### config.mk
export PLATFORM = sky130hd
export DESIGN_NAME = uartCore
export DESIGN_NICKNAME = d
export VERILOG_FILES = /design/src/logic/uartPkg.sv /design/src/logic/uartCore.sv /design/src/logic/rxCreditGate.sv /design/src/logic/charFifo.sv /design/src/logic/uartTx.sv /design/src/logic/uartRx.sv /design/src/logic/baudGen.sv
export SDC_FILE = /design/constraint.sdc
export NUM_CORES = 1
export LEC_CHECK = 0
export ABC_AREA = 1
export BUFFER_PORTS_ARGS = -buffer_cell sky130_fd_sc_hd__buf_2
export CORE_UTILIZATION = 45
export CTS_CLUSTER_SIZE = 20
export DETAILED_ROUTE_END_ITERATION = 16
export REMOVE_ABC_BUFFERS = 1
export SYNTH_ARGS = -nofsm -noshare
export SYNTH_HDL_FRONTEND = slang
export SYNTH_SLANG_ARGS = --single-unit
### constraint.sdc
create_clock -name clk -period 6 [get_ports clk]
set_clock_uncertainty 0.1 [all_clocks]
set_input_delay 0 -clock clk [delete_from_list [all_inputs] [get_ports clk]]
set_output_delay 0 -clock clk [all_outputs]
set_load 0.01 [all_outputs]
### src/logic/uartPkg.sv
////////////////////////////////////////////////////////////
// UART shared definitions
//   Character format codes, receive entry layout and widths
//   Parity enable helper used by both serial engines
////////////////////////////////////////////////////////////

package uartPkg;

   // Widest character
   localparam int dataW = 8;

   // Character length codes
   typedef enum logic [1:0]
   {
      len5 = 2'd0,
      len6 = 2'd1,
      len7 = 2'd2,
      len8 = 2'd3
   } charLenT;

   // Parity codes, the spare code behaves as none
   typedef enum logic [1:0]
   {
      parNone  = 2'd0,
      parEven  = 2'd1,
      parOdd   = 2'd2,
      parSpare = 2'd3
   } parityT;

   // Stop bit count
   typedef enum logic
   {
      stop1 = 1'b0,
      stop2 = 1'b1
   } stopT;

   // Transmit character
   typedef logic [dataW-1:0] txCharT;

   // Receive FIFO entry, data right-aligned
   typedef struct packed
   {
      logic [dataW-1:0] data;
      logic             pare;
      logic             frme;
      logic             ovre;
   } rxEntryT;

   // True when a parity bit is part of the frame
   function automatic logic parityOn(parityT p);
      return (p == parEven) || (p == parOdd);
   endfunction

endpackage
### src/logic/uartCore.sv
////////////////////////////////////////////////////////////
// UART top level
//   Baud generator, receiver, transmitter, two FIFOs
//   Credit gate toward the consumer
////////////////////////////////////////////////////////////

module uartCore
   import uartPkg::*;
#(
   parameter int CLKS_PER_TICK = 4,
   parameter int TX_DEPTH      = 4,
   parameter int RX_DEPTH      = 4,
   parameter int RX_CREDITS    = 2
)
(
   input  logic    clk,
   input  logic    rst,
   input  logic    clr,
   input  charLenT len,
   input  parityT  parity,
   input  stopT    stop,
   input  logic    rxd,
   output logic    txd,
   input  logic    txValid,
   input  txCharT  txData,
   output logic    txCredit,
   output logic    rxValid,
   output txCharT  rxData,
   output logic    rxPare,
   output logic    rxFrme,
   output logic    rxOvre,
   input  logic    rxCredit
);

   logic    tick;
   logic    rxPush;
   rxEntryT rxEntry;
   logic    rxFull;
   logic    rxEmpty;
   logic    rxPop;
   rxEntryT rxHead;
   logic    txEmpty;
   logic    txPop;
   txCharT  txHead;

   // Shared 16x time base
   baudGen #(.CLKS_PER_TICK(CLKS_PER_TICK)) baudGen_inst
   (
      .clk  (clk),
      .rst  (rst),
      .tick (tick)
   );

   ////////////////////////////////////////////////////////////
   // Receive path
   ////////////////////////////////////////////////////////////

   uartRx uartRx_inst
   (
      .clk     (clk),
      .rst     (rst),
      .clr     (clr),
      .tick    (tick),
      .rxd     (rxd),
      .len     (len),
      .parity  (parity),
      .stop    (stop),
      .bufFull (rxFull),
      .push    (rxPush),
      .entry   (rxEntry)
   );

   // Credit output unused, the gate counts its own
   charFifo #(.T(rxEntryT), .DEPTH(RX_DEPTH)) rxFifo_inst
   (
      .clk      (clk),
      .rst      (rst),
      .push     (rxPush),
      .pushData (rxEntry),
      .pop      (rxPop),
      .head     (rxHead),
      .empty    (rxEmpty),
      .full     (rxFull),
      .credit   ()
   );

   rxCreditGate #(.RX_CREDITS(RX_CREDITS)) rxCreditGate_inst
   (
      .clk      (clk),
      .rst      (rst),
      .empty    (rxEmpty),
      .head     (rxHead),
      .pop      (rxPop),
      .rxCredit (rxCredit),
      .rxValid  (rxValid),
      .rxData   (rxData),
      .rxPare   (rxPare),
      .rxFrme   (rxFrme),
      .rxOvre   (rxOvre)
   );

   ////////////////////////////////////////////////////////////
   // Transmit path
   ////////////////////////////////////////////////////////////

   // Producer credits keep this from filling
   charFifo #(.T(txCharT), .DEPTH(TX_DEPTH)) txFifo_inst
   (
      .clk      (clk),
      .rst      (rst),
      .push     (txValid),
      .pushData (txData),
      .pop      (txPop),
      .head     (txHead),
      .empty    (txEmpty),
      .full     (),
      .credit   (txCredit)
   );

   uartTx uartTx_inst
   (
      .clk    (clk),
      .rst    (rst),
      .clr    (clr),
      .tick   (tick),
      .len    (len),
      .parity (parity),
      .stop   (stop),
      .empty  (txEmpty),
      .head   (txHead),
      .pop    (txPop),
      .txd    (txd)
   );

endmodule

### src/logic/rxCreditGate.sv
////////////////////////////////////////////////////////////
// Receive credit gate
//   Consumer credit counter, pops and registers entries
////////////////////////////////////////////////////////////

module rxCreditGate
   import uartPkg::*;
#(
   parameter int RX_CREDITS = 2
)
(
   input  logic    clk,
   input  logic    rst,
   input  logic    empty,
   input  rxEntryT head,
   output logic    pop,
   input  logic    rxCredit,
   output logic    rxValid,
   output txCharT  rxData,
   output logic    rxPare,
   output logic    rxFrme,
   output logic    rxOvre
);

   localparam int CW = $clog2(RX_CREDITS + 1);

   logic [CW-1:0] credits;

   // Deliver only with an entry waiting and credit left
   assign pop = !empty && (credits != '0);

   always_ff @(posedge clk or posedge rst)
   begin
      if (rst)
      begin
         credits <= CW'(RX_CREDITS);
         rxValid <= 1'b0;
         rxPare  <= 1'b0;
         rxFrme  <= 1'b0;
         rxOvre  <= 1'b0;
      end
      else
      begin
         rxValid <= pop;
         if (pop)
         begin
            rxPare <= head.pare;
            rxFrme <= head.frme;
            rxOvre <= head.ovre;
         end
         // Spend and return in one cycle cancel
         case ({pop, rxCredit})
            2'b10:   credits <= credits - 1'b1;
            2'b01:   credits <= credits + 1'b1;
            default: credits <= credits;
         endcase
      end
   end

   // Character payload
   always_ff @(posedge clk)
   begin
      if (pop)
         rxData <= head.data;
   end

endmodule

### src/logic/charFifo.sv
////////////////////////////////////////////////////////////
// Character FIFO
//   Circular buffer of any payload type
//   Registered credit pulse for every pop performed
////////////////////////////////////////////////////////////

module charFifo #(
   parameter type T     = logic [7:0],
   parameter int  DEPTH = 4
)
(
   input  logic clk,
   input  logic rst,
   input  logic push,
   input  T     pushData,
   input  logic pop,
   output T     head,
   output logic empty,
   output logic full,
   output logic credit
);

   localparam int PW   = (DEPTH > 1) ? $clog2(DEPTH) : 1;
   localparam int CNTW = $clog2(DEPTH + 1);

   T                mem [DEPTH];
   logic [PW-1:0]   wrPtr;
   logic [PW-1:0]   rdPtr;
   logic [CNTW-1:0] count;
   logic            doPush;
   logic            doPop;

   // Overflow and underflow requests are dropped
   assign doPush = push && !full;
   assign doPop  = pop && !empty;

   assign empty = (count == '0);
   assign full  = (count == CNTW'(DEPTH));
   assign head  = mem[rdPtr];

   // Storage
   always_ff @(posedge clk)
   begin
      if (doPush)
         mem[wrPtr] <= pushData;
   end

   ////////////////////////////////////////////////////////////
   // Pointers, occupancy and credit
   ////////////////////////////////////////////////////////////

   always_ff @(posedge clk or posedge rst)
   begin
      if (rst)
      begin
         wrPtr  <= '0;
         rdPtr  <= '0;
         count  <= '0;
         credit <= 1'b0;
      end
      else
      begin
         credit <= doPop;
         // Pointers wrap at any depth
         if (doPush)
            wrPtr <= (wrPtr == PW'(DEPTH - 1)) ? '0 : wrPtr + 1'b1;
         if (doPop)
            rdPtr <= (rdPtr == PW'(DEPTH - 1)) ? '0 : rdPtr + 1'b1;
         case ({doPush, doPop})
            2'b10:   count <= count + 1'b1;
            2'b01:   count <= count - 1'b1;
            default: count <= count;
         endcase
      end
   end

endmodule

### src/logic/uartTx.sv
////////////////////////////////////////////////////////////
// UART transmitter
//   Pops the transmit FIFO and serializes one frame
//   Start bit, 5 to 8 data bits, optional parity, 1 or 2 stops
////////////////////////////////////////////////////////////

module uartTx
   import uartPkg::*;
(
   input  logic    clk,
   input  logic    rst,
   input  logic    clr,
   input  logic    tick,
   input  charLenT len,
   input  parityT  parity,
   input  stopT    stop,
   input  logic    empty,
   input  txCharT  head,
   output logic    pop,
   output logic    txd
);

   typedef enum logic [2:0]
   {
      stIdle,
      stLoad,
      stSync,
      stStart,
      stData,
      stParity,
      stStop1,
      stStop2
   } stateT;

   stateT      state;
   logic [3:0] brdiv;
   logic [2:0] bitCnt;
   txCharT     shReg;
   logic       parBit;
   txCharT     masked;
   logic       bitDone;

   // Bits above the length are ignored
   assign masked  = head & (8'hFF >> (2'd3 - len));
   assign bitDone = tick && (brdiv == 4'd0);

   // Pop in the load cycle
   assign pop = (state == stLoad);

   ////////////////////////////////////////////////////////////
   // Transmit FSM
   ////////////////////////////////////////////////////////////

   always_ff @(posedge clk or posedge rst)
   begin
      if (rst)
      begin
         state  <= stIdle;
         brdiv  <= 4'd0;
         bitCnt <= 3'd0;
         shReg  <= '0;
         parBit <= 1'b0;
         txd    <= 1'b1;
      end
      else if (clr)
      begin
         state  <= stIdle;
         brdiv  <= 4'd0;
         bitCnt <= 3'd0;
         shReg  <= '0;
         parBit <= 1'b0;
         txd    <= 1'b1;
      end
      else
      begin
         case (state)
            stIdle:
               if (!empty)
                  state <= stLoad;
            // Take the head and its parity
            stLoad:
            begin
               shReg  <= masked;
               parBit <= (parity == parOdd) ? ~^masked : ^masked;
               state  <= stSync;
            end
            // Start bit begins on a tick boundary
            stSync:
               if (tick)
               begin
                  txd   <= 1'b0;
                  brdiv <= 4'd15;
                  state <= stStart;
               end
            stStart:
               if (bitDone)
               begin
                  txd    <= shReg[0];
                  shReg  <= shReg >> 1;
                  bitCnt <= 3'd0;
                  brdiv  <= 4'd15;
                  state  <= stData;
               end
               else if (tick)
                  brdiv <= brdiv - 1'b1;
            stData:
               if (bitDone)
               begin
                  brdiv <= 4'd15;
                  if (bitCnt == {1'b1, len})
                  begin
                     txd   <= parityOn(parity) ? parBit : 1'b1;
                     state <= parityOn(parity) ? stParity : stStop1;
                  end
                  else
                  begin
                     txd    <= shReg[0];
                     shReg  <= shReg >> 1;
                     bitCnt <= bitCnt + 1'b1;
                  end
               end
               else if (tick)
                  brdiv <= brdiv - 1'b1;
            stParity:
               if (bitDone)
               begin
                  txd   <= 1'b1;
                  brdiv <= 4'd15;
                  state <= stStop1;
               end
               else if (tick)
                  brdiv <= brdiv - 1'b1;
            // Line stays high through the stop bits
            stStop1:
               if (bitDone)
               begin
                  brdiv <= 4'd15;
                  state <= (stop == stop2) ? stStop2 : stIdle;
               end
               else if (tick)
                  brdiv <= brdiv - 1'b1;
            stStop2:
               if (bitDone)
                  state <= stIdle;
               else if (tick)
                  brdiv <= brdiv - 1'b1;
            default:
               state <= stIdle;
         endcase
      end
   end

endmodule

### src/logic/uartRx.sv
////////////////////////////////////////////////////////////
// UART receiver
//   Input synchronizer, start bit qualification, mid-bit sampling
//   Parity and framing checks, overrun tracking on push
////////////////////////////////////////////////////////////

module uartRx
   import uartPkg::*;
(
   input  logic    clk,
   input  logic    rst,
   input  logic    clr,
   input  logic    tick,
   input  logic    rxd,
   input  charLenT len,
   input  parityT  parity,
   input  stopT    stop,
   input  logic    bufFull,
   output logic    push,
   output rxEntryT entry
);

   typedef enum logic [2:0]
   {
      stIdle,
      stStart,
      stData,
      stParity,
      stStop1,
      stStop2,
      stWait,
      stDone
   } stateT;

   stateT            state;
   logic             rxMeta;
   logic             rxSync;
   logic [3:0]       brdiv;
   logic [2:0]       bitCnt;
   logic [dataW-1:0] shReg;
   logic             pare;
   logic             frme;
   logic             ovrPend;
   logic             bitDone;
   logic             expPar;

   ////////////////////////////////////////////////////////////
   // Synchronizer
   ////////////////////////////////////////////////////////////

   // Line idles high
   always_ff @(posedge clk or posedge rst)
   begin
      if (rst)
      begin
         rxMeta <= 1'b1;
         rxSync <= 1'b1;
      end
      else
      begin
         rxMeta <= rxd;
         rxSync <= rxMeta;
      end
   end

   // End of a 16 tick bit time
   assign bitDone = tick && (brdiv == 4'd0);

   // Expected parity bit, zero fill does not disturb it
   assign expPar = (parity == parOdd) ? ~^shReg : ^shReg;

   ////////////////////////////////////////////////////////////
   // Receive FSM
   ////////////////////////////////////////////////////////////

   always_ff @(posedge clk or posedge rst)
   begin
      if (rst)
      begin
         state   <= stIdle;
         brdiv   <= 4'd0;
         bitCnt  <= 3'd0;
         shReg   <= '0;
         pare    <= 1'b0;
         frme    <= 1'b0;
         ovrPend <= 1'b0;
      end
      else if (clr)
      begin
         state   <= stIdle;
         brdiv   <= 4'd0;
         bitCnt  <= 3'd0;
         shReg   <= '0;
         pare    <= 1'b0;
         frme    <= 1'b0;
         ovrPend <= 1'b0;
      end
      else
      begin
         case (state)
            // Falling edge of a start bit
            stIdle:
               if (tick && !rxSync)
               begin
                  brdiv <= 4'd7;
                  state <= stStart;
               end
            // Start bit must stay low up to its middle
            stStart:
               if (tick)
               begin
                  if (rxSync)
                     state <= stIdle;
                  else if (brdiv == 4'd0)
                  begin
                     brdiv  <= 4'd15;
                     bitCnt <= 3'd0;
                     shReg  <= '0;
                     pare   <= 1'b0;
                     frme   <= 1'b0;
                     state  <= stData;
                  end
                  else
                     brdiv <= brdiv - 1'b1;
               end
            // Data bits, LSB first into the top
            stData:
               if (bitDone)
               begin
                  brdiv  <= 4'd15;
                  shReg  <= {rxSync, shReg[dataW-1:1]};
                  bitCnt <= bitCnt + 1'b1;
                  // Last index is 4 plus the length code
                  if (bitCnt == {1'b1, len})
                     state <= parityOn(parity) ? stParity : stStop1;
               end
               else if (tick)
                  brdiv <= brdiv - 1'b1;
            stParity:
               if (bitDone)
               begin
                  pare  <= (rxSync != expPar);
                  brdiv <= 4'd15;
                  state <= stStop1;
               end
               else if (tick)
                  brdiv <= brdiv - 1'b1;
            // Low stop bit is a framing error
            stStop1:
               if (bitDone)
               begin
                  if (!rxSync)
                     frme <= 1'b1;
                  if (stop == stop2)
                  begin
                     brdiv <= 4'd15;
                     state <= stStop2;
                  end
                  else
                  begin
                     brdiv <= 4'd7;
                     state <= stWait;
                  end
               end
               else if (tick)
                  brdiv <= brdiv - 1'b1;
            stStop2:
               if (bitDone)
               begin
                  if (!rxSync)
                     frme <= 1'b1;
                  brdiv <= 4'd7;
                  state <= stWait;
               end
               else if (tick)
                  brdiv <= brdiv - 1'b1;
            // Half a bit to the end of the stop bit
            stWait:
               if (bitDone)
                  state <= stDone;
               else if (tick)
                  brdiv <= brdiv - 1'b1;
            // Drop on a full buffer and remember the loss
            stDone:
            begin
               ovrPend <= bufFull;
               state   <= stIdle;
            end
            default:
               state <= stIdle;
         endcase
      end
   end

   ////////////////////////////////////////////////////////////
   // Entry and push
   ////////////////////////////////////////////////////////////

   assign push = (state == stDone) && !bufFull;

   // Short characters shift down to bit 0
   assign entry.data = shReg >> (2'd3 - len);
   assign entry.pare = pare;
   assign entry.frme = frme;
   assign entry.ovre = ovrPend;

endmodule

### src/logic/baudGen.sv
////////////////////////////////////////////////////////////
// Baud generator
//   One-cycle tick at 16 times the bit rate
////////////////////////////////////////////////////////////

module baudGen #(
   parameter int CLKS_PER_TICK = 4
)
(
   input  logic clk,
   input  logic rst,
   output logic tick
);

   // Counter wide enough for a divisor of one
   localparam int CW = (CLKS_PER_TICK > 1) ? $clog2(CLKS_PER_TICK) : 1;

   logic [CW-1:0] cnt;

   // Wrap and pulse
   always_ff @(posedge clk or posedge rst)
   begin
      if (rst)
      begin
         cnt  <= '0;
         tick <= 1'b0;
      end
      else if (cnt == CW'(CLKS_PER_TICK - 1))
      begin
         cnt  <= '0;
         tick <= 1'b1;
      end
      else
      begin
         cnt  <= cnt + 1'b1;
         tick <= 1'b0;
      end
   end

endmodule

# After elaboration in Yosys (flattened, before gate mapping)
# Memories as Yosys holds them, arrays and structs flattened.
# Index checks and enable logic that the tools add are counted.
[word_totals] register_bits=75 mem_bits_rw=76 input_bits=19 out_inout_bits=14 elab_cells=261 n_memories=2
[classes] add_sub_neg=16 n_eq_ne=56 shifts=2 n_mux=102 n_bitwise=1 reduce_logical=52
[memory_table] name="rxFifo_inst.mem" depth=4 width=11 rd=1 rd_clocked_by_memory_dff=0 write_ports=1 line="charFifo.sv:26" rtl="T mem [DEPTH];"
[memory_table] name="txFifo_inst.mem" depth=4 width=8 rd=1 rd_clocked_by_memory_dff=0 write_ports=1 line="charFifo.sv:26"
[op_table] op="$mux W3" n=30
[op_table] op="$mux W8" n=9
[op_table] op="$mux W4" n=16
[op_table] op="$pmux W3 S8" n=2
[op_table] op="$ne A3 B2 Y1 const B" n=14
[op_table] op="$eq A3 B3 Y1 const B" n=10
[op_table] op="$mux W1" n=26
[op_table] op="$ne A3 B3 Y1 const B" n=8
[op_table] op="$pmux W3 S2" n=4
[op_table] op="$pmux W4 S6" n=1
[op_table] op="$pmux W8 S3" n=1
[op_table] op="$reduce_and A5 Y1" n=4
[op_table] op="$eq A2 B2 Y1 const B" n=9
[op_table] op="$pmux W8 S2" n=1
[op_table] op="$reduce_xnor A8 Y1" n=2
[op_table] op="$reduce_xor A8 Y1" n=2
[op_table] op="$mux W2" n=7
[op_table] op="$add A2 B1 Y2 const B" n=6
[op_table] op="$add A3 B1 Y3 const B" n=4
[op_table] op="$eq A3 B2 Y1 const B" n=4
[op_table] op="$logic_not A3 Y1" n=4
[op_table] op="$pmux W4 S3" n=1
[op_table] op="$reduce_bool A2 Y1" n=6
[op_table] op="$reduce_bool A3 Y1" n=4
[op_table] op="30 further kinds" n=54

# Longest topological paths before layout
# Gate-level depths: netlist of the first run.
[depth] word_depth=7 ltp_mapped=16 mapped_depth_nobuf=15

# Modules after synthesis
# Synthesis of the first run repeated with hierarchy kept, for this count alone.
[hier_totals] hier_cells=915 hier_area_um2=8117.8
[by_module_without_submodules] module="charFifo (rxFifo_inst)" n_inst=1 cells_per_inst=191 area_per_inst_um2=2269.7 seq_area_each_um2=1521.5
[by_module_without_submodules] module="uartRx" n_inst=1 cells_per_inst=291 area_per_inst_um2=1881.8 seq_area_each_um2=578.1
[by_module_without_submodules] module="charFifo (txFifo_inst)" n_inst=1 cells_per_inst=156 area_per_inst_um2=1798.0 seq_area_each_um2=1161.1
[by_module_without_submodules] module="uartTx" n_inst=1 cells_per_inst=233 area_per_inst_um2=1559.0 seq_area_each_um2=501.7
[by_module_without_submodules] module="rxCreditGate" n_inst=1 cells_per_inst=38 area_per_inst_um2=514.2 seq_area_each_um2=391.6
[by_module_without_submodules] module="baudGen" n_inst=1 cells_per_inst=6 area_per_inst_um2=95.1 seq_area_each_um2=75.1

# Least setup slack after synthesis of the first run
# No wires, ideal clock.
[synth_timing] path_kind="register to register" start="reg rxCreditGate_inst.credits[1]" end="reg rxFifo_inst.count[2]" setup_ns=0.131 t_arrival_ns=2.298 required_time_ns=5.769 path_slack_ns=3.471 stages_incl_launch_ff=10 path_buffers=1 synth_period_minus_slack_ns=2.529 cell_sequence="dfstp_2 inv_1 a32oi_1 clkbuf_1 ha_1 inv_1 fa_1 a21oi_1 o21ai_0 xor2_1"
[synth_via] elab_chain_cells=5 elab_cells_between_ends=7 cone_classes="eq/ne: 2; mux: 1; reduce/logical: 4"
[synth_lines] item="from (decl)" line="rxCreditGate.sv:27" rtl="logic [CW-1:0] credits;"
[synth_lines] item="from (signal assigned)" line="rxCreditGate.sv:36" rtl="credits <= CW'(RX_CREDITS);"
[synth_lines] item="from (signal assigned)" line="rxCreditGate.sv:53" rtl="2'b10: credits <= credits - 1'b1;"
[synth_lines] item="from (signal assigned)" line="rxCreditGate.sv:54" rtl="2'b01: credits <= credits + 1'b1;"
[synth_lines] item="$reduce_bool A2 Y1 (*)" line="rxCreditGate.sv:30" rtl="assign pop = !empty && (credits != '0);"
[synth_lines] item="$logic_and A1 B1 Y1 (*)" line="rxCreditGate.sv:30"
[synth_lines] item="via rxCreditGate_inst.pop" line="rxCreditGate.sv:16" rtl="output logic pop,"
[synth_lines] item="$logic_and A1 B1 Y1 (*)" line="charFifo.sv:35" rtl="assign doPop = pop && !empty;"
[synth_lines] item="$eq A2 B1 Y1 or $eq A2 B2 Y1 (tied branches)" line="charFifo.sv:69" rtl="case ({doPush, doPop})"
[synth_lines] item="$pmux W3 S2 or $reduce_bool A2 Y1 (tied branches)"
[synth_lines] item="to (signal assigned)" line="charFifo.sv:70" rtl="2'b10: count <= count + 1'b1;"
[synth_lines] item="to (signal assigned)" line="charFifo.sv:71" rtl="2'b01: count <= count - 1'b1;"
[synth_lines] item="to (signal assigned)" line="charFifo.sv:72" rtl="default: count <= count;"
[synth_lines] item="to (decl)" line="charFifo.sv:29" rtl="logic [CNTW-1:0] count;"
# Mark *: on every way through the listed nets, which the timed path passes. The rest lies on a longest branch.
# A chain may end at the register's enable or synchronous reset.

# Worst setup path in the final report of the first run
[layout_timing] start="reg uartTx_inst.state[1]" end="reg txFifo_inst.count[2]"
[layout_via] elab_chain_cells=4 elab_cells_between_ends=6 cone_classes="eq/ne: 3; mux: 1; reduce/logical: 2"
[layout_lines] item="from (decl)" line="uartTx.sv:35" rtl="stateT state;"
[layout_lines] item="from (signal assigned)" line="uartTx.sv:58" rtl="state <= stIdle;"
[layout_lines] item="from (signal assigned)" line="uartTx.sv:67" rtl="state <= stIdle;"
[layout_lines] item="from (signal assigned)" line="uartTx.sv:79" rtl="state <= stLoad;"
[layout_lines] item="$eq A3 B1 Y1 (*)" line="uartTx.sv:48" rtl="assign pop = (state == stLoad);"
[layout_lines] item="$logic_and A1 B1 Y1 (*)" line="charFifo.sv:35"
[layout_lines] item="via txFifo_inst.doPop" line="charFifo.sv:31" rtl="logic doPop;"
[layout_lines] item="$eq A2 B1 Y1 or $eq A2 B2 Y1 (tied branches)" line="charFifo.sv:69"
[layout_lines] item="$pmux W3 S2 or $reduce_bool A2 Y1 (tied branches)"
[layout_lines] item="to (signal assigned)" line="charFifo.sv:70"
[layout_lines] item="to (signal assigned)" line="charFifo.sv:71"
[layout_lines] item="to (signal assigned)" line="charFifo.sv:72"
[layout_lines] item="to (decl)" line="charFifo.sv:29"
# Marked as above.

==> metrics.md, run 1 <==
| Metric | Value |
|---|---|
| Outcome | finished, final reports clean |
| H-tree depth | 4 |
| Most used DFF post-synth | edfxtp_1 |
| Post-Synth Adder-Cell Area | 0.0387 |
| Sw Share | 0.382 |
| CP delay by family, top | adder cells |
| Combinational Power Share | 0.364 |
| Flops & latches, synth | 151 |
| Crit path DAT | about 2800 ps |
| Die height | 131 um |
| Final hold viol count | 0 |
| Clock buffer depth | 2 |
| Multi-input gate area | 2760 sq um |
| RSZ-0062 raised after global routing | false |
| Period utilization | 0.430 |
| Worst VDD drop | 0.252 mV |
| Chip width | 131 um |
| Worst-path clk slew | about 60 ps |
| I/O pin count | 33 |
| Register area share after synthesis | 0.560 |
| Fillers | 1444 |
| Cell mode on critical path | inv_1 |
| Crit Path Class | register to register |
| Leakage power total | ~3.7 nW |
| CP Launch Type | register |
| Total Routed Length | roughly 15000 um |
| Post CTS Setup Buffer Count | 0 |
| Total stage count of the critical path | 11 |
| Avg WL per Cell | 13.8 um |
| Synth Warn # | 0 |
| XOR/XNOR share of the synthesized area | 0.0280 |
| Vias in the first global route | around 5300 |
| DRT antenna net count | 0 |
| Setup_tns | 0 ps |
| Met2 WL post-DR | 7340 um |
| Netlist cell types | 50 |
| Via count | ~5400 |
| Clock buffer count from CTS | 17 |
| Vias per cell | 5.10 |
| Nets | 874 |
| Worst path cell trace | inv_1 -> nand2_1 -> nor2_1 -> inv_1 -> nor2_1 -> ha_1 -> inv_1 -> fa_1 -> a21oi_1 -> o21ai_0 -> xor2_1 |
| Largest family of logic cells by synthesized area | simple AND/OR/NAND/NOR gates |
| CP max FO | 6 |
| Placement Setup Slack | ~3400 ps |
| Util after Layout | 0.532 |
| Synthesized area | roughly 7500 sq um |
| FMAX | around 390 MHz |
| Cell Pwr Density | approximately 470 nW/um^2 |
| Syn avg cell area | about 9.5 sq um |
| DP HPWL | 10200 um |
| Sequential cell area | around 4200 sq um |
| Share of cells above drive strength 1 | 0.123 |
| Simple-gate area share of the yosys netlist | 0.185 |
| Clk root buf | clkbuf_16 |
| P_sw | approximately 0.0015 W |
| Slew Limit Fails | 0 |
| Compound-Gate Fraction of Synth Area | 0.112 |
| Largest net degree at the start of global routing | 68 |
| Die footprint | roughly 17000 sq um |
| RD Place Congestion | around 0.85 |
| Area Overhead vs Synth | 13.9% |
| GRT Residual Overflow | 0 |
| Max-slew headroom | 0.343 |
| Buf/Inv on CP | 3 |
| Fraction of registers with async set or reset after synthesis | 0.444 |
| N_diodes | 0 |
| Initial antenna violation count | 0 |
| CTS tree | built |
| Worst-Margin Slew | 981 ps |
| # setup viols final | 0 |
| Remaining DRCs | 0 |
| Max Cap Viol | 0 |
| Setup slack after layout | 3420 ps |
| Highest Signal Layer | met4 |
| Min Tclk post-route | approximately 2600 ps |
| Worst min path class | input pin to register |
| Drt first pass iters | 4 |
| Internal power | roughly 0.0025 W |
| WP data required | between 6000 and 7000 ps |
| Post-synth EDFFs | 84 |
| Nature of the critical path endpoint | register |
| Iter 0 DRT Violations | between 200 and 250 |
| M1 WL | 6710 um |
| WHS | approximately 23 ps |
| Area of the core | between 15000 and 20000 sq um |
| Hold depth | 5 |
| Multiplexer share of the synthesized area | 0.00400 |
| Global-route wire length before repair | about 25000 um |
| Core Rows | 46 |
| Clock sink count | 151 |
| Sequential share of power | 0.384 |
| Slowest Stage Delay on Critical Path | 440 ps |
| Clk Latency, worst-skew pair | 430 ps |
| Reg2reg path depth | 11 |
| Routed met3 length | around 520 um |
| Cells after Synth | 786 |
| Total global routing track utilization | 0.184 |
| Initial core utilization | 0.467 |
| Clk pwr share | 0.252 |
| Port Buffers | 32 |
| CP max stage cell | fa_1 |
power by group through the flow:
stage               registers [W]  clock network (W)  logic, W
floorplan                 0.00155                  0   0.00109
global placement          0.00155                  0   0.00142
detailed placement        0.00156                  0   0.00147
CTS                       0.00155            0.00104   0.00148
global route              0.00158            0.00109   0.00169
finish                    0.00155            0.00102   0.00146
worst register-to-register path, delay by kind of cell (launching register included):
kind	cells	cell delay (ps)
AO/OA/AOI/OAI	2	270
XOR/XNOR	1	150
adder cells (fa/ha/maj)	2	640
buffers and inverters	3	270
flip-flops	1	430
AND/OR/NAND/NOR	3	580
final cells by class:
class                      count  area share
tap                          216      0.0316
multi-input combinational    507       0.322
clock buffer                  19      0.0507
clock inverter                13      0.0154
inverter                     107      0.0499
sequential                   151       0.492
timing repair buffer          49      0.0381
placed cells by master (no fill, tap or decap), types with 4 or more instances in the layout:
master	n
o21ai_0	71
dlygate4sd3_1	15
o31ai_1	4
o21ai_1	10
ha_1	20
edfxtp_1	84
nor3_1	9
nand2_1	160
nor2_2	5
o22ai_1	12
nor2_1	72
clkbuf_16	17
xnor2_1	13
a21oi_1	21
o2111ai_1	5
dfstp_2	4
nand4_1	4
inv_1	93
clkinv_2	4
dfrtp_1	63
inv_2	8
a31oi_1	7
buf_2	32
nand3_1	50
xor2_1	11
final timing paths:
kind                                           start                    to  slack (ps)
max in group asynchronous                        rst  uartTx_inst.state[2]        4910
worst max register to register  uartTx_inst.state[1]  txFifo_inst.count[2]        3420
worst min register to register    uartRx_inst.rxMeta    uartRx_inst.rxSync         260
worst max-delay path            uartTx_inst.state[1]  txFifo_inst.count[2]        3420
worst min-delay path                          len[0]  uartTx_inst.shReg[7]          20
min in group asynchronous                        rst   baudGen_inst.cnt[1]         260
stage by stage:
| stage | instances | total power (W) | instance area (sq um) |
|---|---|---|---|
| after CTS | 1062 | 0.00407 | 8550 |
| after global routing | 1062 | 0.00436 | 8550 |
| final | 1062 | 0.00403 | 8550 |
| after floorplan | 765 | 0.00263 | 7390 |
| after global placement | 1015 | 0.00298 | 7830 |
| after detailed placement | 1015 | 0.00303 | 7830 |
synth_stat cells, types with 4 or more instances:
| cell type | instances | area [sq um] |
|---|---|---|
| clkbuf_1 | 11 | 41.3 |
| o21ai_1 | 10 | 50.1 |
| xor2_1 | 11 | 96.3 |
| dfstp_2 | 4 | 105 |
| a31oi_1 | 7 | 43.8 |
| nor2_2 | 5 | 31.3 |
| nor3_1 | 9 | 45.0 |
| nand4_1 | 4 | 25.0 |
| o31ai_1 | 4 | 30.0 |
| o2111ai_1 | 5 | 43.8 |
| nand3_1 | 50 | 250 |
| dfrtp_1 | 63 | 1580 |
| ha_1 | 20 | 250 |
| o22ai_1 | 12 | 75.1 |
| nor2_1 | 72 | 270 |
| xnor2_1 | 13 | 114 |
| edfxtp_1 | 84 | 2520 |
| inv_1 | 94 | 353 |
| inv_2 | 7 | 26.3 |
| a21oi_1 | 21 | 105 |
| nand2_1 | 160 | 601 |
| o21ai_0 | 71 | 355 |
cells by family after synthesis:
logic type | Yosys count
simple gates | 315
fa+ha+maj | 22
buf+inv | 128
flops | 151
mux | 3
xor+xnor | 24
compound gates | 143
metal layers:
| metal | up-vias | GRT usage |
|---|---|---|
| met4 | 0 | 0.0556 |
| met5 | - | 0 |
| li1 | 2719 | - |
| met3 | 13 | 0.0532 |
| met2 | 104 | 0.308 |
| met1 | 2580 | 0.230 |
timing repair:
action | in CTS | in global routing
endpoints found under the hold margin | 106 | 0
resized for setup | 0 | 0
hold buffers | 15 | 0
registers in the layout, summed over array words and instances, names as in the netlist, 3 cells and up:
name,count
uartTx_inst.bitCnt,3
uartRx_inst.brdiv,4
uartRx_inst.state,3
uartTx_inst.state,3
rxFifo_inst.count,3
txFifo_inst.mem,32
uartRx_inst.shReg,8
uartRx_inst.bitCnt,3
uartTx_inst.shReg,8
txFifo_inst.count,3
rxFifo_inst.mem,44
uartTx_inst.brdiv,4
rxCreditGate_inst.rxData,8
(Power assumes the default switching activity.)
==> inputs of run 2 (changes only) <==
==> constraint.sdc (replaced) <==
create_clock -name clk -period 2.3 [get_ports clk]
set_clock_uncertainty 0.1 [all_clocks]
set_input_delay 0 -clock clk [delete_from_list [all_inputs] [get_ports clk]]
set_output_delay 0 -clock clk [all_outputs]
set_load 0.01 [all_outputs]
==> metrics.md, run 2 (synthesized netlist as in run 1, its figures left out) <==
| Metric | Value |
|---|---|
| Clk root buf | clkbuf_16 |
| Largest net degree at the start of global routing | 68 (unchanged) |
| Reg2reg setup slack | 140 ps (-3280 ps) |
| Die footprint | 17200 sq um (unchanged) |
| Max Cap Viol | 0 (unchanged) |
| Hold path startpoint | len[0] |
| Worst path cell trace | nand2_1 -> nor2_2 -> inv_1 -> nor2_2 -> ha_1 -> inv_1 -> fa_1 -> a21oi_1 -> o21ai_0 -> xor2_1 |
| Worst min path class | input pin to register |
| Cell Pwr Density | 1250 nW/um^2 (+170%) |
| H-tree depth | 4 (unchanged) |
| Worst VDD drop | 0.627 mV (+150%) |
| Leakage power total | 3.84 nW (+4.3%) |
| # setup viols final | 0 (unchanged) |
| Period utilization | 0.940 (+0.510) |
| Placement Setup Slack | 63.9 ps (-3360 ps) |
| RSZ-0062 raised after global routing | false |
| Remaining DRCs | 0 (unchanged) |
| Clk Latency, worst-skew pair | 420 ps (about the same) |
| Largest regs | rxFifo_inst.mem: 44 flops, txFifo_inst.mem: 32 flops |
| WP data required | 2500 ps (-3700 ps) |
| Total Routed Length | 15200 um (+3.1%) |
| Iter 0 DRT Violations | 333 (+41%) |
| Area Overhead vs Synth | 17.3% |
| Nature of the critical path endpoint | register |
| Initial core utilization | 0.467 (unchanged) |
| Die height | 131 um (unchanged) |
| N_diodes | 0 (unchanged) |
| Clock buffer count from CTS | 17 (unchanged) |
| Core Rows | 46 (unchanged) |
| CP max stage cell | fa_1 |
| Clock buffer depth | 2 (unchanged) |
| Port Buffers | 32 (unchanged) |
| Final hold viol count | 0 (unchanged) |
| WHS | 34.3 ps (+11.2 ps) |
| CTS tree | built |
| Worst-path clk slew | 60 ps (about the same) |
| Global-route wire length before repair | 26000 um (+4.0%) |
| Most common cell after layout, fill and taps aside | nand2_1 |
| Via count | 5554 (+2.5%) |
| Outcome | finished, final reports clean |
| Vias per cell | 5.12 (+0.37%) |
| Worst-Margin Slew | 651 ps (-330 ps) |
| Nets | 897 (+2.6%) |
| Util after Layout | 0.548 (+0.0160) |
| Reg-to-Reg End | txFifo_inst.count[2] |
| Initial antenna violation count | 0 (unchanged) |
| Area post-placement | 8000 sq um (+2.2%) |
| Fillers | 1403 (-2.8%) |
| Avg WL per Cell | 14.0 um (+0.93%) |
| Final Instance Area | 8800 sq um (+3.0%) |
| DP HPWL | 10300 um (+0.97%) |
| Design Power | 0.0110 W (+170%) |
| Crit path DAT | 2360 ps (-420 ps) |
| Share of cells above drive strength 1 | 0.155 (+0.0324) |
| Drt first pass iters | 5 (+1) |
| Min Tclk post-route | 2160 ps (-419 ps) |
| Chip width | 131 um (unchanged) |
| CP max FO | 5 (-1) |
| Commonest non-fill, non-tap cells in the layout | 160 x nand2_1, 92 x inv_1, 84 x edfxtp_1, 70 x o21ai_0, 69 x nor2_1 |
| FMAX | 463 MHz (+19%) |
| Clock sink count | 151 (unchanged) |
| Area of the core | 16100 sq um (unchanged) |
| Total global routing track utilization | 0.191 (+0.00685) |
| GRT Residual Overflow | 0 (unchanged) |
| Setup slack after layout | 138 ps (-3280 ps) |
| Max reg flops | 44 (unchanged) |
| Slowest Stage Delay on Critical Path | 440 ps (about the same) |
| CP Launch Type | register |
| DRT antenna net count | 0 (unchanged) |
| Vias in the first global route | 5440 (+3.1%) |
| Reg-to-Reg Start | uartTx_inst.state[0] |
| Crit Path Class | register to register |
| Max-slew headroom | 0.565 (+0.222) |
| RD Place Congestion | 0.840 (-1.6%) |
| Hold EP | uartTx_inst.shReg[7] |
| Most flops, register | rxFifo_inst.mem |
| Slew Limit Fails | 0 (unchanged) |
| Reg2reg path depth | 10 (-1) |
| Hold depth | 5 (unchanged) |
| I/O pin count | 33 (unchanged) |
-- run 2: changes by cell type in the layout (fill, tap and decap cells not counted), moves of 2 or more --
cell	delta
buf_4	+23
bufinv_16	+2
clkinvlp_4	-2
inv_8	+2
nor2_1	-3
nor2_2	+3
-- run 2: worst max path at each step --
stage                                       from                    to  depth (start not counted)
detailed placement          uartTx_inst.state[0]  txFifo_inst.count[2]                         10
finish                      uartTx_inst.state[0]  txFifo_inst.count[2]                         10
global route                uartTx_inst.state[1]  txFifo_inst.count[2]                         11
floorplan           rxCreditGate_inst.credits[1]  rxFifo_inst.count[2]                          8
CTS                         uartRx_inst.state[2]  rxFifo_inst.count[2]                         11
global placement            uartRx_inst.state[2]  rxFifo_inst.count[2]                         11
-- run 2: critical path, delay by kind of cell, from the launching register on --
family / cells / cell delay (ps)
AOI/OAI and AO/OA: 2 / 270
and+or+nand+nor: 3 / 350
buffers and inverters: 2 / 140
xor gates and xnor gates: 1 / 160
DFF: 1 / 420
adders and majority gates: 2 / 590
-- run 2: final cells by class --
class / instances / area (sq um) / share of cell area
flip-flops and latches: 151 / 4200 / 0.478
multi-input cells: 507 / 2770 / 0.314
repair buffers: 72 / 508 / 0.0577
clock buffers: 18 / 429 / 0.0487
inverters: 107 / 427 / 0.0485
well taps: 216 / 270 / 0.0307
clock inverters: 14 / 199 / 0.0226
-- run 2: where the power goes --
part           internal, W  total [W]  switching [W]
Sequential         0.00355    0.00390       0.000345
Combinational      0.00151    0.00418        0.00268
Clock              0.00183    0.00294        0.00111
Total              0.00689     0.0110        0.00414
-- run 2: timing repair --
item                                    4_1_cts  5_1_grt
hold buffers                                 14        0
endpoints found under the setup margin        0        3
resized for setup                             0        6
setup buffers                                 0        3
endpoints found under the hold margin       111        0
-- run 2: through the flow --
stage	TNS, ps	instances
final	0	1085
after CTS	0	1082
after global routing	0	1085
after floorplan	-837	765
after global placement	0	1036
after detailed placement	0	1036
-- run 2: routing by layer --
layer | vias up | routed length, um | global-route usage
met5 | - | 0 | 0
met4 | 0 | 188 | 0.0641
met3 | 19 | 653 | 0.0513
met2 | 128 | 7530 | 0.320
met1 | 2630 | 6780 | 0.238
li1 | 2777 | - | -
